`config.mk`:
```
export PLATFORM = sky130hd
export DESIGN_NAME = memCtrl
export DESIGN_NICKNAME = d
export VERILOG_FILES = /design/src/logic/memPkg.sv /design/src/logic/memCtrl.sv
export SDC_FILE = /design/constraint.sdc
export NUM_CORES = 1
export LEC_CHECK = 0
export ABC_AREA = 0
export BUFFER_PORTS_ARGS = -buffer_cell sky130_fd_sc_hd__buf_2
export CAP_MARGIN = 20
export CORE_AREA = 5 5 90 108
export DETAILED_ROUTE_END_ITERATION = 12
export DIE_AREA = 0 0 95 113
export PLACE_DENSITY = 0.84
export REMOVE_ABC_BUFFERS = 1
export SYNTH_ARGS = -nofsm -noshare
export SYNTH_HDL_FRONTEND = slang
export SYNTH_SLANG_ARGS = --single-unit
```
`constraint.sdc`:
```
create_clock -name clk -period 3.4 [get_ports clk]
set_input_delay 0.34 -clock clk [delete_from_list [all_inputs] [get_ports clk]]
set_output_delay 0.34 -clock clk [all_outputs]
set_load 0.1 [all_outputs]
```
`src/logic/memPkg.sv`:
```
`default_nettype none

package memPkg;

    localparam int ADDR_WIDTH = 12;
    localparam int RAM_DEPTH = 4096;
    localparam int QUEUE_DEPTH = 4;
    // queue pointer and occupancy widths
    localparam int QPTR_WIDTH = $clog2(QUEUE_DEPTH);
    localparam int QCOUNT_WIDTH = $clog2(QUEUE_DEPTH + 1);

    typedef enum logic {
        OP_LOAD,
        OP_STORE
    } memOp_e;

    typedef enum logic [1:0] {
        WIDTH_BYTE,
        WIDTH_HALF,
        WIDTH_WORD
    } memWidth_e;

    typedef enum logic [1:0] {
        ST_IDLE,
        ST_FETCH,
        ST_LOAD,
        ST_STORE
    } ctrlState_e;

    typedef struct packed {
        memOp_e                op;
        memWidth_e             width;
        logic [ADDR_WIDTH-1:0] addr;
        logic [31:0]           wrData;
    } dataReq_t;

    typedef struct packed {
        logic        done;
        logic [31:0] rdData;
    } dataResp_t;

    typedef struct packed {
        logic                  wrEn;
        logic [ADDR_WIDTH-1:0] addr;
        logic [7:0]            wrByte;
    } memPort_t;

endpackage

`default_nettype wire

```
`src/logic/memCtrl.sv`:
```
`timescale 1ns/1ps
`default_nettype none

module memCtrl
    import memPkg::*;
(
    input  logic                  clk,
    input  logic                  rst,
    input  logic                  i_ioFull,
    input  logic                  i_dataStb,
    input  dataReq_t              i_dataReq,
    input  logic                  i_fetchReq,
    input  logic [ADDR_WIDTH-1:0] i_fetchAddr,
    input  logic [7:0]            i_rdByte,
    output logic                  o_dataBusy,
    output dataResp_t             o_dataResp,
    output logic                  o_fetchDone,
    output logic [31:0]           o_fetchInst,
    output memPort_t              o_memPort
);

    ctrlState_e            state;
    logic [2:0]            stage;
    logic [2:0]            len;
    logic [ADDR_WIDTH-1:0] addr;
    logic [31:0]           wrData;
    // bytes 0..2 of a read, the last byte is merged on the fly
    logic [23:0]           asmWord;

    logic [2:0]            stageM1;
    logic [2:0]            byteIdx;
    logic [31:0]           word;
    logic                  isRead;
    logic                  lastRead;
    logic                  storeDone;
    logic                  accept;

    function automatic logic [2:0] widthLen(memWidth_e w);
        case (w)
            WIDTH_BYTE: return 3'd1;
            WIDTH_HALF: return 3'd2;
            default:    return 3'd4;
        endcase
    endfunction

    assign stageM1 = stage - 3'd1;
    assign isRead = (state == ST_LOAD) || (state == ST_FETCH);
    assign lastRead = isRead && (stage == len) && !i_ioFull;
    assign storeDone = (state == ST_STORE) && (stage == stageLast()) && !i_ioFull;
    assign accept = (state == ST_IDLE) && !i_ioFull && (i_dataStb || i_fetchReq);

    function automatic logic [2:0] stageLast();
        return len - 3'd1;
    endfunction

    // during a stall the previous address is re-read so the RAM output holds
    always_comb begin
        byteIdx = stage;
        if ((i_ioFull || stage == len) && stage != 3'd0) begin
            byteIdx = stageM1;
        end
    end

    always_comb begin
        case (len)
            3'd1:    word = {24'h0, i_rdByte};
            3'd2:    word = {16'h0, i_rdByte, asmWord[7:0]};
            default: word = {i_rdByte, asmWord};
        endcase
    end

    always_comb begin
        o_memPort.wrEn = (state == ST_STORE) && !i_ioFull;
        o_memPort.addr = addr + {{(ADDR_WIDTH - 3){1'b0}}, byteIdx};
        o_memPort.wrByte = wrData[{stage[1:0], 3'b000} +: 8];
    end

    assign o_dataBusy = (state != ST_IDLE) || i_ioFull;
    assign o_dataResp.done = (lastRead && state == ST_LOAD) || storeDone;
    assign o_dataResp.rdData = (lastRead && state == ST_LOAD) ? word : 32'h0;
    assign o_fetchDone = lastRead && (state == ST_FETCH);
    assign o_fetchInst = word;

    always_ff @(posedge clk) begin
        if (rst) begin
            state <= ST_IDLE;
            stage <= 3'd0;
        end else if (!i_ioFull) begin
            case (state)
                ST_IDLE: begin
                    stage <= 3'd0;
                    // data wins over fetch
                    if (i_dataStb) begin
                        state <= (i_dataReq.op == OP_STORE) ? ST_STORE : ST_LOAD;
                    end else if (i_fetchReq) begin
                        state <= ST_FETCH;
                    end
                end
                ST_FETCH, ST_LOAD: begin
                    if (stage == len) begin
                        state <= ST_IDLE;
                        stage <= 3'd0;
                    end else begin
                        stage <= stage + 3'd1;
                    end
                end
                ST_STORE: begin
                    if (stage == stageLast()) begin
                        state <= ST_IDLE;
                        stage <= 3'd0;
                    end else begin
                        stage <= stage + 3'd1;
                    end
                end
            endcase
        end
    end

    always_ff @(posedge clk) begin
        if (accept) begin
            if (i_dataStb) begin
                addr <= i_dataReq.addr;
                len <= widthLen(i_dataReq.width);
                wrData <= i_dataReq.wrData;
            end else begin
                addr <= i_fetchAddr;
                len <= 3'd4;
            end
        end
        // byte for stage s was addressed one cycle earlier
        if (isRead && !i_ioFull && stage != 3'd0 && stage < len) begin
            asmWord[{stageM1[1:0], 3'b000} +: 8] <= i_rdByte;
        end
    end

endmodule

`default_nettype wire

```
==> results of run 1 <==
-- registers in the layout, indices dropped and copies added (netlist names) --
signal	cells
state	2
len	3
asmWord	24
addr	12
stage	3
wrData	32
-- report_power, final --
group	total [uW]	internal (uW)	switching, uW
clock	745	411	334
sequential	1090	1070	22.9
combinational	732	204	528
total	2570	1690	885
-- cell families (layout without fill, tap and decap cells) --
family | Yosys count | count (layout) | synth area share [%]
AND/OR/NAND/NOR | 122 | 122 | 17.7
flip-flops | 76 | 76 | 55.1
AO/OA/AOI/OAI | 37 | 37 | 6.91
buffers and inverters | 27 | 202 | 2.53
adder cells (fa/ha/maj) | 21 | 21 | 6.67
multiplexers | 20 | 20 | 7.78
XOR/XNOR | 14 | 14 | 3.40
-- layout make-up --
class	instances	area (um^2)
sequential	76	2230
clock buffer	9	124
multi-input combinational	214	1850
fill	579	2430
inverter	12	45.0
timing repair buffer	174	1600
clock inverter	7	90.1
tap	117	146
-- per-stage QoR --
step | TNS [ns] | instance area [um^2] | power [uW] | util [%] | hold WS [ns]
CTS | 0 | 5950 | 2570 | 69.9 | 0.135
global placement | 0 | 5670 | 1800 | 66.6 | 0.500
finish | 0 | 6090 | 2570 | 71.5 | 0.159
detailed placement | 0 | 5670 | 1820 | 66.6 | 0.518
global route | -0.292 | 6090 | 2670 | 71.5 | 0.123
floorplan | -19.40 | 4000 | 1620 | - | 0.409
-- what timing repair did --
item	4_1_cts	5_1_grt
endpoints found under the hold margin	0	0
endpoints found under the setup margin	9	7
setup buffers	3	5
gates resized for setup	11	13
pin swaps	2	6
-- metal layers --
layer	up-vias	wire length, um	global-route usage, %
met5	-	0	0
met4	0	257	7.99
met3	18	736	5.92
met2	130	5590	34.9
met1	1480	3840	20.5
li1	1486	-	-
-- synthesized netlist by cell type, types with 2 or more instances --
cell / count / share of area [%]
and2_1: 57 / 8.8
mux4_2: 8 / 4.4
clkbuf_1: 13 / 1.2
nand2b_1: 5 / 0.77
a21oi_1: 6 / 0.74
nor2b_1: 6 / 0.93
ha_1: 20 / 6.2
nor3b_1: 2 / 0.37
and3_1: 20 / 3.1
a21o_1: 3 / 0.56
nor2_1: 13 / 1.2
nand3_1: 2 / 0.25
o21ai_0: 4 / 0.49
xor2_1: 7 / 1.5
xnor2_1: 6 / 1.3
inv_1: 12 / 1.1
a22o_1: 16 / 3.5
dfxtp_1: 5 / 2.5
nor4b_1: 2 / 0.43
nor3_1: 3 / 0.37
nand2_1: 8 / 0.74
o211ai_1: 2 / 0.37
edfxtp_1: 71 / 53
o21a_1: 2 / 0.37
mux2_2: 12 / 3.3
-- worst paths after layout --
check                                   start            end  slack, ns  cells after the start
worst max-delay path                   len[2]  o_memPort[18]       0.03                     12
worst max register to register       state[0]     asmWord[9]       1.22                      5
worst min-delay path            i_dataReq[15]     wrData[15]       0.16                      1
worst min register to register       state[0]       state[0]       0.53                      2
-- worst register-to-register path: cells and delay by family (launching register included) --
kind / cells / cell delay [ns]
flip-flops: 1 / 0.39
adder cells (fa/ha/maj): 1 / 0.33
buffers and inverters: 1 / 0.08
AND/OR/NAND/NOR: 3 / 1.02
==> metrics.log, run 1 <==
INFO  metric run_status = complete, no violations
INFO  metric netlist_instances = about 320
INFO  metric routedWlPerCell = ~17 um
INFO  metric gpl.final_weighted_congestion = 0.820
INFO  metric first_pass_grt_wire_length = 15,700 um
INFO  metric vias = 3,114
INFO  metric yosysSeqAreaShare = 55.1%
INFO  metric critical_path_peak_fanout = 4
INFO  metric hold_viol_final = 0
INFO  metric detailedRoute.firstIterationViolations = 92
INFO  metric max-vdd-ir-drop = approximately 0.35 mV
INFO  metric ios = 160
INFO  metric placed_cells_incl_taps = slightly below 600
INFO  metric cp_data_arrival_time = 3.03 ns
INFO  metric place_worst_setup_slack = 0.0879 ns
INFO  metric critical_path.cell_chain = inv_2 > ha_4 > and3_4 > o21a_4 > xnor2_2 > ha_2 > fa_2 > a21o_1 > nand2b_1 > nor2_1 > xor2_1 > clkbuf_16
INFO  metric grt_antenna_before_repair = 0
INFO  metric post_synth.cell_area_avg = 12.8 um^2
INFO  metric grt-ovfl-total = 0
INFO  metric postCtsHoldBufs = 0
INFO  metric critical-path-max-stage-delay = 0.41 ns
INFO  metric maxCapViolCount = 0
INFO  metric drc = 0
INFO  metric tritoncts.num_buffers = 9
INFO  metric critical-path-slowest-cell = edfxtp_1
INFO  metric io_buf_count = between 150 and 200
INFO  metric grt_pass1_vias = 3,248
INFO  metric groute.usage.overall = 19.3%
INFO  metric floorplan.die_area = between 0.01 and 0.015 mm^2
INFO  metric commonest_non_fill_non_tap_cells_in_the_layout = 114 x buf_2, 71 x edfxtp_1, 57 x and2_1
INFO  metric drive_gt1_share = 46.7%
INFO  metric timing.final.ws_setup = ~0.03 ns
INFO  metric synth_cell_type_count = 37
INFO  metric final_setup_violating_endpoints = 0
INFO  metric synth_area = 0.00405 mm^2
INFO  metric die_w = ~95 um
INFO  metric final_cell_count_no_fill = 609
INFO  metric grt_setup_unrepaired = true
INFO  metric syn_to_final_growth = 50.2%
INFO  metric antenna-diode-count = 0
INFO  metric crit_path_end_kind = output pin
INFO  metric detailedRoute.firstPassIterationCount = 4
INFO  metric final_max_slew_viol_count = 0
INFO  metric cellPowerDensity = 422 mW/mm^2
INFO  metric clkSinkCount = 76
INFO  metric viasPerCell = 5.11
INFO  metric achievable-frequency = ~300 MHz
INFO  metric critical_path_class = reg2out
INFO  metric timing.critical_path.from_type = flip-flop
INFO  metric synthArstFlopShare = 0%
INFO  metric fin_nets = 580
INFO  metric maximum_number_of_pins_on_one_net_before_global_route_repair = 41
INFO  metric cts_max_level = 3
INFO  metric number_of_placement_rows = 37
INFO  metric synth-warning-count = 0
INFO  metric post-dp-hpwl = 7740 um
INFO  metric clock_transition_at_the_registers_of_the_reported_paths = about 0.080 ns
INFO  metric relSlewSlack = 44.1%
INFO  metric timing.critical_path.required = 3.06 ns
INFO  metric worstPathBufferInverterCount = 2
INFO  metric max_slew.worst_pin.slew = 0.838 ns
INFO  metric clock-root-buffer = clkbuf_8
INFO  metric ant_nets = 0
INFO  metric die_y = ~110 um
INFO  metric synth_enable_flop_cells = 71
INFO  metric critPathTopFamily = adder cells
INFO  metric cts_max_path_buffers = 2
INFO  metric timing.final.crit_period = 3.37 ns
INFO  metric route.final.wire_length = around 10,000 um
INFO  metric layout_worst_path_cycle_share = 99.1%
INFO  metric main_synth_ff_type = edfxtp_1
INFO  metric most_common_cell_after_layout_fill_and_taps_aside = buf_2
INFO  metric initial_utilization = 47.6%
INFO  metric synth_seq_cells = 76
INFO  metric clock_latency_at_the_later_pin_of_the_worst_skew_pair = around 0.35 ns
INFO  metric worstHoldPathType = in2reg
INFO  metric cts_tree = yes
INFO  metric leakagePower = 0.00254 uW
INFO  metric final.setup_skew = 0.00692 ns
INFO  metric design.core.area = 0.00852 mm^2
No activity file was read; power rests on OpenSTA's default activity.
==> inputs of run 2 (changes only) <==
--- a/config.mk
+++ b/config.mk
@@ -8,10 +8,11 @@
 export ABC_AREA = 0
 export BUFFER_PORTS_ARGS = -buffer_cell sky130_fd_sc_hd__buf_2
 export CAP_MARGIN = 20
-export CORE_AREA = 5 5 90 108
+export CORE_AREA = 5 5 88 106
+export CTS_BUF_LIST = sky130_fd_sc_hd__clkbuf_4
 export DETAILED_ROUTE_END_ITERATION = 12
-export DIE_AREA = 0 0 95 113
-export PLACE_DENSITY = 0.84
+export DIE_AREA = 0 0 93 111
+export PLACE_DENSITY = 0.87
 export REMOVE_ABC_BUFFERS = 1
 export SYNTH_ARGS = -nofsm -noshare
 export SYNTH_HDL_FRONTEND = slang
==> metrics.log, run 2 (same netlist as run 1, synthesis figures left out) <==
INFO  metric critical-path-slowest-cell = edfxtp_1 (unchanged)
INFO  metric vias = 3,253 (was 3,114)
INFO  metric routedWlPerCell = 18.5 um (was 17.1 um)
INFO  metric layout_worst_path_cycle_share = 103% (was 99.1%)
INFO  metric design.core.area = 0.00811 mm^2 (was 0.00852 mm^2)
INFO  metric route.final.wire_length = 11,000 um (was 10,400 um)
INFO  metric relSlewSlack = 54.4% (was 44.1%)
INFO  metric first_pass_grt_wire_length = 16,700 um (was 15,700 um)
INFO  metric detailedRoute.firstPassIterationCount = 4 (unchanged)
INFO  metric number_of_placement_rows = 36 (was 37)
INFO  metric commonest_non_fill_non_tap_cells_in_the_layout = 114 x buf_2, 71 x edfxtp_1, 57 x and2_1 (unchanged)
INFO  metric cellPowerDensity = 390 mW/mm^2 (was 422 mW/mm^2)
INFO  metric maximum_number_of_pins_on_one_net_before_global_route_repair = 41 (unchanged)
INFO  metric place_worst_setup_slack = 0.131 ns (was 0.0879 ns)
INFO  metric worstPathBufferInverterCount = 3 (was 2)
INFO  metric grt_pass1_vias = 3,321 (was 3,248)
INFO  metric critical_path_class = reg2out (unchanged)
INFO  metric grt_antenna_before_repair = 0 (unchanged)
INFO  metric clkSinkCount = 76 (unchanged)
INFO  metric r2r_setup_slack = 1.17 ns (was 1.22 ns)
INFO  metric max_slew.worst_pin.slew = 0.682 ns (was 0.838 ns)
INFO  metric hold_depth = 1 (unchanged)
INFO  metric clock_transition_at_the_registers_of_the_reported_paths = 0.13 ns (was 0.08 ns)
INFO  metric timing.critical_path.required = 3.06 ns (about the same)
INFO  metric clock_latency_at_the_later_pin_of_the_worst_skew_pair = 0.43 ns (was 0.35 ns)
INFO  metric rr_endpoint = asmWord[8] (was asmWord[9])
INFO  metric finalPower = 2390 uW (was 2570 uW)
INFO  metric violations_in_the_final_reports = setup timing
INFO  metric fin_nets = 589 (was 580)
INFO  metric timing.critical_path.from_type = flip-flop (unchanged)
INFO  metric antenna-diode-count = 0 (unchanged)
INFO  metric die_y = 111 um (was 113 um)
INFO  metric final_max_slew_viol_count = 0 (unchanged)
INFO  metric worstHoldPathType = in2reg (unchanged)
INFO  metric r2r-start = state[1] (was state[0])
INFO  metric drc = 0 (unchanged)
INFO  metric timing.final.crit_period = 3.49 ns (was 3.37 ns)
INFO  metric critical_path.cell_chain = inv_2 > ha_4 > and3_4 > o21a_4 > nor2_1 > a21oi_2 > buf_4 > fa_2 > a21o_1 > nand2b_4 > nor2_2 > xor2_1 > clkbuf_16 (was inv_2 > ha_4 > and3_4 > o21a_4 > xnor2_2 > ha_2 > fa_2 > a21o_1 > nand2b_1 > nor2_1 > xor2_1 > clkbuf_16)
INFO  metric leakagePower = 0.00257 uW (was 0.00254 uW)
INFO  metric most_common_cell_after_layout_fill_and_taps_aside = buf_2 (unchanged)
INFO  metric ios = 160 (unchanged)
INFO  metric tritoncts.num_buffers = 9 (unchanged)
INFO  metric groute.usage.overall = 20.9% (was 19.3%)
INFO  metric largest_register_ffs = 32 (unchanged)
INFO  metric timing.final.ws_setup = -0.0906 ns (was 0.0300 ns)
INFO  metric detailedRoute.firstIterationViolations = 111 (was 92)
INFO  metric grt_setup_unrepaired = true (unchanged)
INFO  metric final_setup_violating_endpoints = 6 (was 0)
INFO  metric gpl.final_weighted_congestion = 0.840 (was 0.820)
INFO  metric hold_path_end = wrData[24] (was wrData[15])
INFO  metric critical-path-max-stage-delay = 0.43 ns (was 0.41 ns)
INFO  metric final.setup_skew = 0.0200 ns (was 0.00692 ns)
INFO  metric run_status = finished with violations (was complete, no violations)
INFO  metric achievable-frequency = 286 MHz (was 297 MHz)
INFO  metric min_from = i_dataReq[24] (was i_dataReq[15])
INFO  metric clock-root-buffer = clkbuf_4 (was clkbuf_8)
INFO  metric ant_nets = 0 (unchanged)
INFO  metric cts_max_path_buffers = 2 (unchanged)
INFO  metric hold_viol_final = 0 (unchanged)
INFO  metric max-vdd-ir-drop = 0.320 mV (was 0.355 mV)
INFO  metric grt-ovfl-total = 0 (unchanged)
INFO  metric initial_utilization = 50.0% (was 47.6%)
INFO  metric final.fill_count = 506 (was 579)
INFO  metric r2r_cells = 5 (unchanged)
INFO  metric critPathTopFamily = adder cells (unchanged)
INFO  metric top_register = wrData (unchanged)
INFO  metric cp_data_arrival_time = 3.15 ns (was 3.03 ns)
INFO  metric crit_path_end_kind = output pin (unchanged)
INFO  metric maxCapViolCount = 0 (unchanged)
INFO  metric drive_gt1_share = 49.1% (was 46.7%)
INFO  metric syn_to_final_growth = 51.0% (was 50.2%)
INFO  metric post-dp-hpwl = 7600 um (was 7740 um)
INFO  metric postCtsHoldBufs = 0 (unchanged)
INFO  metric floorplan.die_area = 0.0103 mm^2 (was 0.0107 mm^2)
INFO  metric cts_max_level = 3 (unchanged)
INFO  metric die_w = 93 um (was 95 um)
INFO  metric critical_path_peak_fanout = 4 (unchanged)
INFO  metric cts_tree = yes (unchanged)
INFO  metric io_buf_count = 159 (unchanged)
INFO  metric viasPerCell = 5.46 (was 5.11)
run 2: cell type report:
type	instances	area (um^2)	area share, %
clock buffer	9	67.6	1.10
timing repair buffer	183	1680	27.5
tap	95	119	1.94
clock inverter	7	67.6	1.10
multi-input combinational	214	1910	31.1
inverter	12	45.0	0.736
sequential	76	2230	36.5
run 2: metal layers:
| metal | up-vias | track usage, % | wire (um) |
|---|---|---|---|
| met4 | 0 | 11.6 | 512 |
| met3 | 43 | 5.16 | 901 |
| met5 | - | 0 | 0 |
| met2 | 178 | 37.0 | 5800 |
| li1 | 1510 | - | - |
| met1 | 1522 | 22.3 | 3830 |
run 2: worst max path at each step:
stage | from | endpoint | slack, ns | depth (start not counted)
floorplan | stage[0] | o_memPort[17] | -1.18 | 10
global placement | len[2] | o_memPort[17] | 0.24 | 11
detailed placement | len[2] | o_memPort[19] | 0.13 | 11
CTS | len[2] | o_memPort[18] | -0.08 | 12
global route | len[2] | o_memPort[17] | -0.19 | 12
finish | len[1] | o_memPort[16] | -0.09 | 13
run 2: per-stage QoR:
step	hold slack (ns)	cell area (um^2)	cells	TNS (ns)	utilization, %
after detailed placement	0.518	5650	564	0	69.7
after global routing	0.0481	6120	596	-1.20	75.5
after floorplan	0.409	4000	302	-19.40	-
final	0.0851	6120	596	-0.274	75.5
after global placement	0.502	5650	564	0	69.7
after CTS	0.0562	5990	591	-0.209	73.9
run 2: power by group:
group / leakage [uW] / switching [uW] / total (uW) / internal, uW
Combinational: 0.00185 / 536 / 752 / 216
Sequential: 0.000650 / 26.2 / 1100 / 1070
Clock: 0.0000693 / 316 / 536 / 220
run 2: worst register-to-register path: cells and delay by family (launching register included):
| kind | cells | cell delay (ns) |
|---|---|---|
| flops | 1 | 0.44 |
| fa+ha+maj | 1 | 0.33 |
| buf+inv | 1 | 0.09 |
| simple gates | 3 | 1.02 |
run 2: repair_timing:
item	4_1_cts	5_1_grt
setup buffers	11	5
endpoints found under the setup margin	9	9
pin swaps	8	10
gates resized for setup	23	17
==> inputs of run 3 (changes only) <==
--- a/config.mk
+++ b/config.mk
@@ -8,10 +8,10 @@
 export ABC_AREA = 0
 export BUFFER_PORTS_ARGS = -buffer_cell sky130_fd_sc_hd__buf_2
 export CAP_MARGIN = 20
-export CORE_AREA = 5 5 88 106
+export CORE_AREA = 5 5 86 108
 export CTS_BUF_LIST = sky130_fd_sc_hd__clkbuf_4
 export DETAILED_ROUTE_END_ITERATION = 12
-export DIE_AREA = 0 0 93 111
+export DIE_AREA = 0 0 91 113
 export PLACE_DENSITY = 0.87
 export REMOVE_ABC_BUFFERS = 1
 export SYNTH_ARGS = -nofsm -noshare
==> metrics.log, run 3 (same netlist as run 1, synthesis figures left out) <==
INFO  metric final_setup_violating_endpoints = 2 (was 6)
INFO  metric final_max_slew_viol_count = 0 (unchanged)
INFO  metric critical_path_peak_fanout = 6 (was 4)
INFO  metric rr_endpoint = asmWord[5] (was asmWord[8])
INFO  metric cts_tree = yes (unchanged)
INFO  metric run_status = finished with violations (unchanged)
INFO  metric first_pass_grt_wire_length = 15,700 um (was 16,700 um)
INFO  metric ios = 160 (unchanged)
INFO  metric timing.final.crit_period = 3.46 ns (was 3.49 ns)
INFO  metric design.core.area = 0.00810 mm^2 (was 0.00811 mm^2)
INFO  metric die_w = 91 um (was 93 um)
INFO  metric grt_pass1_vias = 3,171 (was 3,321)
INFO  metric grt_antenna_before_repair = 1 (was 0)
INFO  metric final.setup_skew = 0.0124 ns (was 0.0200 ns)
INFO  metric timing.final.ws_setup = -0.0555 ns (was -0.0906 ns)
INFO  metric grt_setup_unrepaired = true (unchanged)
INFO  metric crit_path_end_kind = output pin (unchanged)
INFO  metric min_from = i_dataReq[28] (was i_dataReq[24])
INFO  metric crit_start = stage[0] (was len[1])
INFO  metric clock_transition_at_the_registers_of_the_reported_paths = 0.12 ns (was 0.13 ns)
INFO  metric hold_viol_final = 0 (unchanged)
INFO  metric drc = 0 (unchanged)
INFO  metric detailedRoute.firstIterationViolations = 120 (was 111)
INFO  metric commonest_non_fill_non_tap_cells_in_the_layout = 114 x buf_2, 71 x edfxtp_1, 57 x and2_1 (unchanged)
INFO  metric cts_max_level = 3 (unchanged)
INFO  metric cts_max_path_buffers = 2 (unchanged)
INFO  metric detailedRoute.firstPassIterationCount = 4 (unchanged)
INFO  metric routedWlPerCell = 17.9 um (was 18.5 um)
INFO  metric most_common_cell_after_layout_fill_and_taps_aside = buf_2 (unchanged)
INFO  metric cp_data_arrival_time = 3.12 ns (was 3.15 ns)
INFO  metric fin_nets = 584 (was 589)
INFO  metric largest_register_ffs = 32 (unchanged)
INFO  metric maxCapViolCount = 0 (unchanged)
INFO  metric die_y = 113 um (was 111 um)
INFO  metric relSlewSlack = 41.0% (was 54.4%)
INFO  metric timing.critical_path.from_type = flip-flop (unchanged)
INFO  metric achievable-frequency = 289 MHz (was 286 MHz)
INFO  metric clkSinkCount = 76 (unchanged)
INFO  metric gpl.final_weighted_congestion = 0.873 (was 0.840)
INFO  metric top_register = wrData (unchanged)
INFO  metric leakagePower = 0.00253 uW (was 0.00257 uW)
INFO  metric number_of_placement_rows = 37 (was 36)
INFO  metric critical_path_class = reg2out (unchanged)
INFO  metric floorplan.die_area = 0.0103 mm^2 (about the same)
INFO  metric syn_to_final_growth = 49.5% (was 51.0%)
INFO  metric violations_in_the_final_reports = setup timing (unchanged)
INFO  metric route.final.wire_length = 10,600 um (was 11,000 um)
INFO  metric clock_latency_at_the_later_pin_of_the_worst_skew_pair = 0.42 ns (was 0.43 ns)
INFO  metric postCtsHoldBufs = 0 (unchanged)
INFO  metric max-vdd-ir-drop = 0.333 mV (was 0.320 mV)
INFO  metric r2r-start = state[1] (unchanged)
INFO  metric post-dp-hpwl = 7680 um (was 7600 um)
INFO  metric grt-ovfl-total = 0 (unchanged)
INFO  metric max_slew.worst_pin.slew = 0.884 ns (was 0.682 ns)
INFO  metric clock-root-buffer = clkbuf_4 (unchanged)
INFO  metric hold_path_end = wrData[28] (was wrData[24])
INFO  metric finalPower = 2380 uW (was 2390 uW)
INFO  metric r2r_setup_slack = 1.20 ns (was 1.17 ns)
INFO  metric whs = 0.0830 ns (was 0.0851 ns)
INFO  metric worstHoldPathType = in2reg (unchanged)
INFO  metric hold_depth = 1 (unchanged)
INFO  metric groute.usage.overall = 19.2% (was 20.9%)
INFO  metric vias = 3,155 (was 3,253)
INFO  metric maximum_number_of_pins_on_one_net_before_global_route_repair = 41 (unchanged)
INFO  metric ant_nets = 0 (unchanged)
INFO  metric sequential_cell_area = 0.00224 mm^2 (was 0.00223 mm^2)
INFO  metric final.fill_count = 495 (was 506)
INFO  metric multi_input_comb_area = 0.00189 mm^2 (was 0.00191 mm^2)
INFO  metric fin_tns_setup = -0.0624 ns (was -0.274 ns)
INFO  metric io_buf_count = 159 (unchanged)
INFO  metric timing.critical_path.required = 3.06 ns (about the same)
INFO  metric r2r_cells = 5 (unchanged)
INFO  metric layout_worst_path_cycle_share = 102% (was 103%)
INFO  metric drive_gt1_share = 48.2% (was 49.1%)
INFO  metric viasPerCell = 5.31 (was 5.46)
INFO  metric cellPowerDensity = 392 mW/mm^2 (was 390 mW/mm^2)
INFO  metric initial_utilization = 50.0% (about the same)
INFO  metric tritoncts.num_buffers = 9 (unchanged)
-- run 3: cell count changes in the layout (fill, tap and decap cells not counted), moves of 2 or more --
cell       delta
clkbuf_4      +2
clkbuf_16     -3
buf_4         -4
buf_12        +3
xnor2_1       +2
xor2_1        +2
xor2_2        -2
-- run 3: worst max-delay path by stage --
stage                          endpoint  slack, ns  cells after the start
after floorplan           o_memPort[17]      -1.18                     10
after global placement    o_memPort[17]       0.25                     11
after detailed placement  o_memPort[13]       0.14                     11
after CTS                 o_memPort[18]       0.01                     12
after global routing      o_memPort[18]      -0.20                     12
final                     o_memPort[18]      -0.06                     13
-- run 3: per-layer routing --
metal / track usage [%] / vias to the layer above / part of all wire, %
li1: - / 1500 / -
met1: 20.9 / 1505 / 38
met2: 35.6 / 130 / 53
met3: 3.39 / 20 / 6.1
met4: 9.20 / 0 / 2.6
met5: 0 / - / 0
-- run 3: through the flow --
stage               instance area (um^2)  cells  worst slack [ns]  utilization (%)
floorplan                           4000    302             -1.18                -
global placement                    5650    565             0.249             69.7
detailed placement                  5650    565             0.137             69.7
CTS                                 5920    588            0.0143             73.1
global route                        6060    594            -0.204             74.8
finish                              6060    594           -0.0555             74.8
-- run 3: power by group --
part	internal [uW]	leakage, uW	switching, uW	total (uW)
Combinational	210	0.00181	526	736
Clock	237	0.0000705	308	546
Sequential	1070	0.000650	23.9	1090
-- run 3: cell type report --
cell class,instances,share of cell area (%)
Sequential cell,76,36.9
Multi-Input combinational cell,214,31.1
Timing Repair Buffer,178,26.9
Tap cell,97,2.00
Clock buffer,11,1.36
Clock inverter,5,0.888
Inverter,12,0.743
Antenna cell,1,0.0413
-- run 3: repair_timing --
item | 4_1_cts | 5_1_grt
setup endpoints to repair | 9 | 8
setup buffers | 8 | 5
pin swaps | 5 | 7
gates resized for setup | 16 | 15
-- run 3: critical path: stages, from the launching register on --
cell	delay [ns]
dfxtp_1	0.36
inv_1	0.09
buf_4	0.17
ha_1	0.20
nand2b_1	0.11
o21a_4	0.19
nand2_2	0.07
xnor2_1	0.13
ha_1	0.39
a21o_1	0.22
nand2b_4	0.09
nor2_1	0.18
xor2_1	0.27
buf_12	0.21
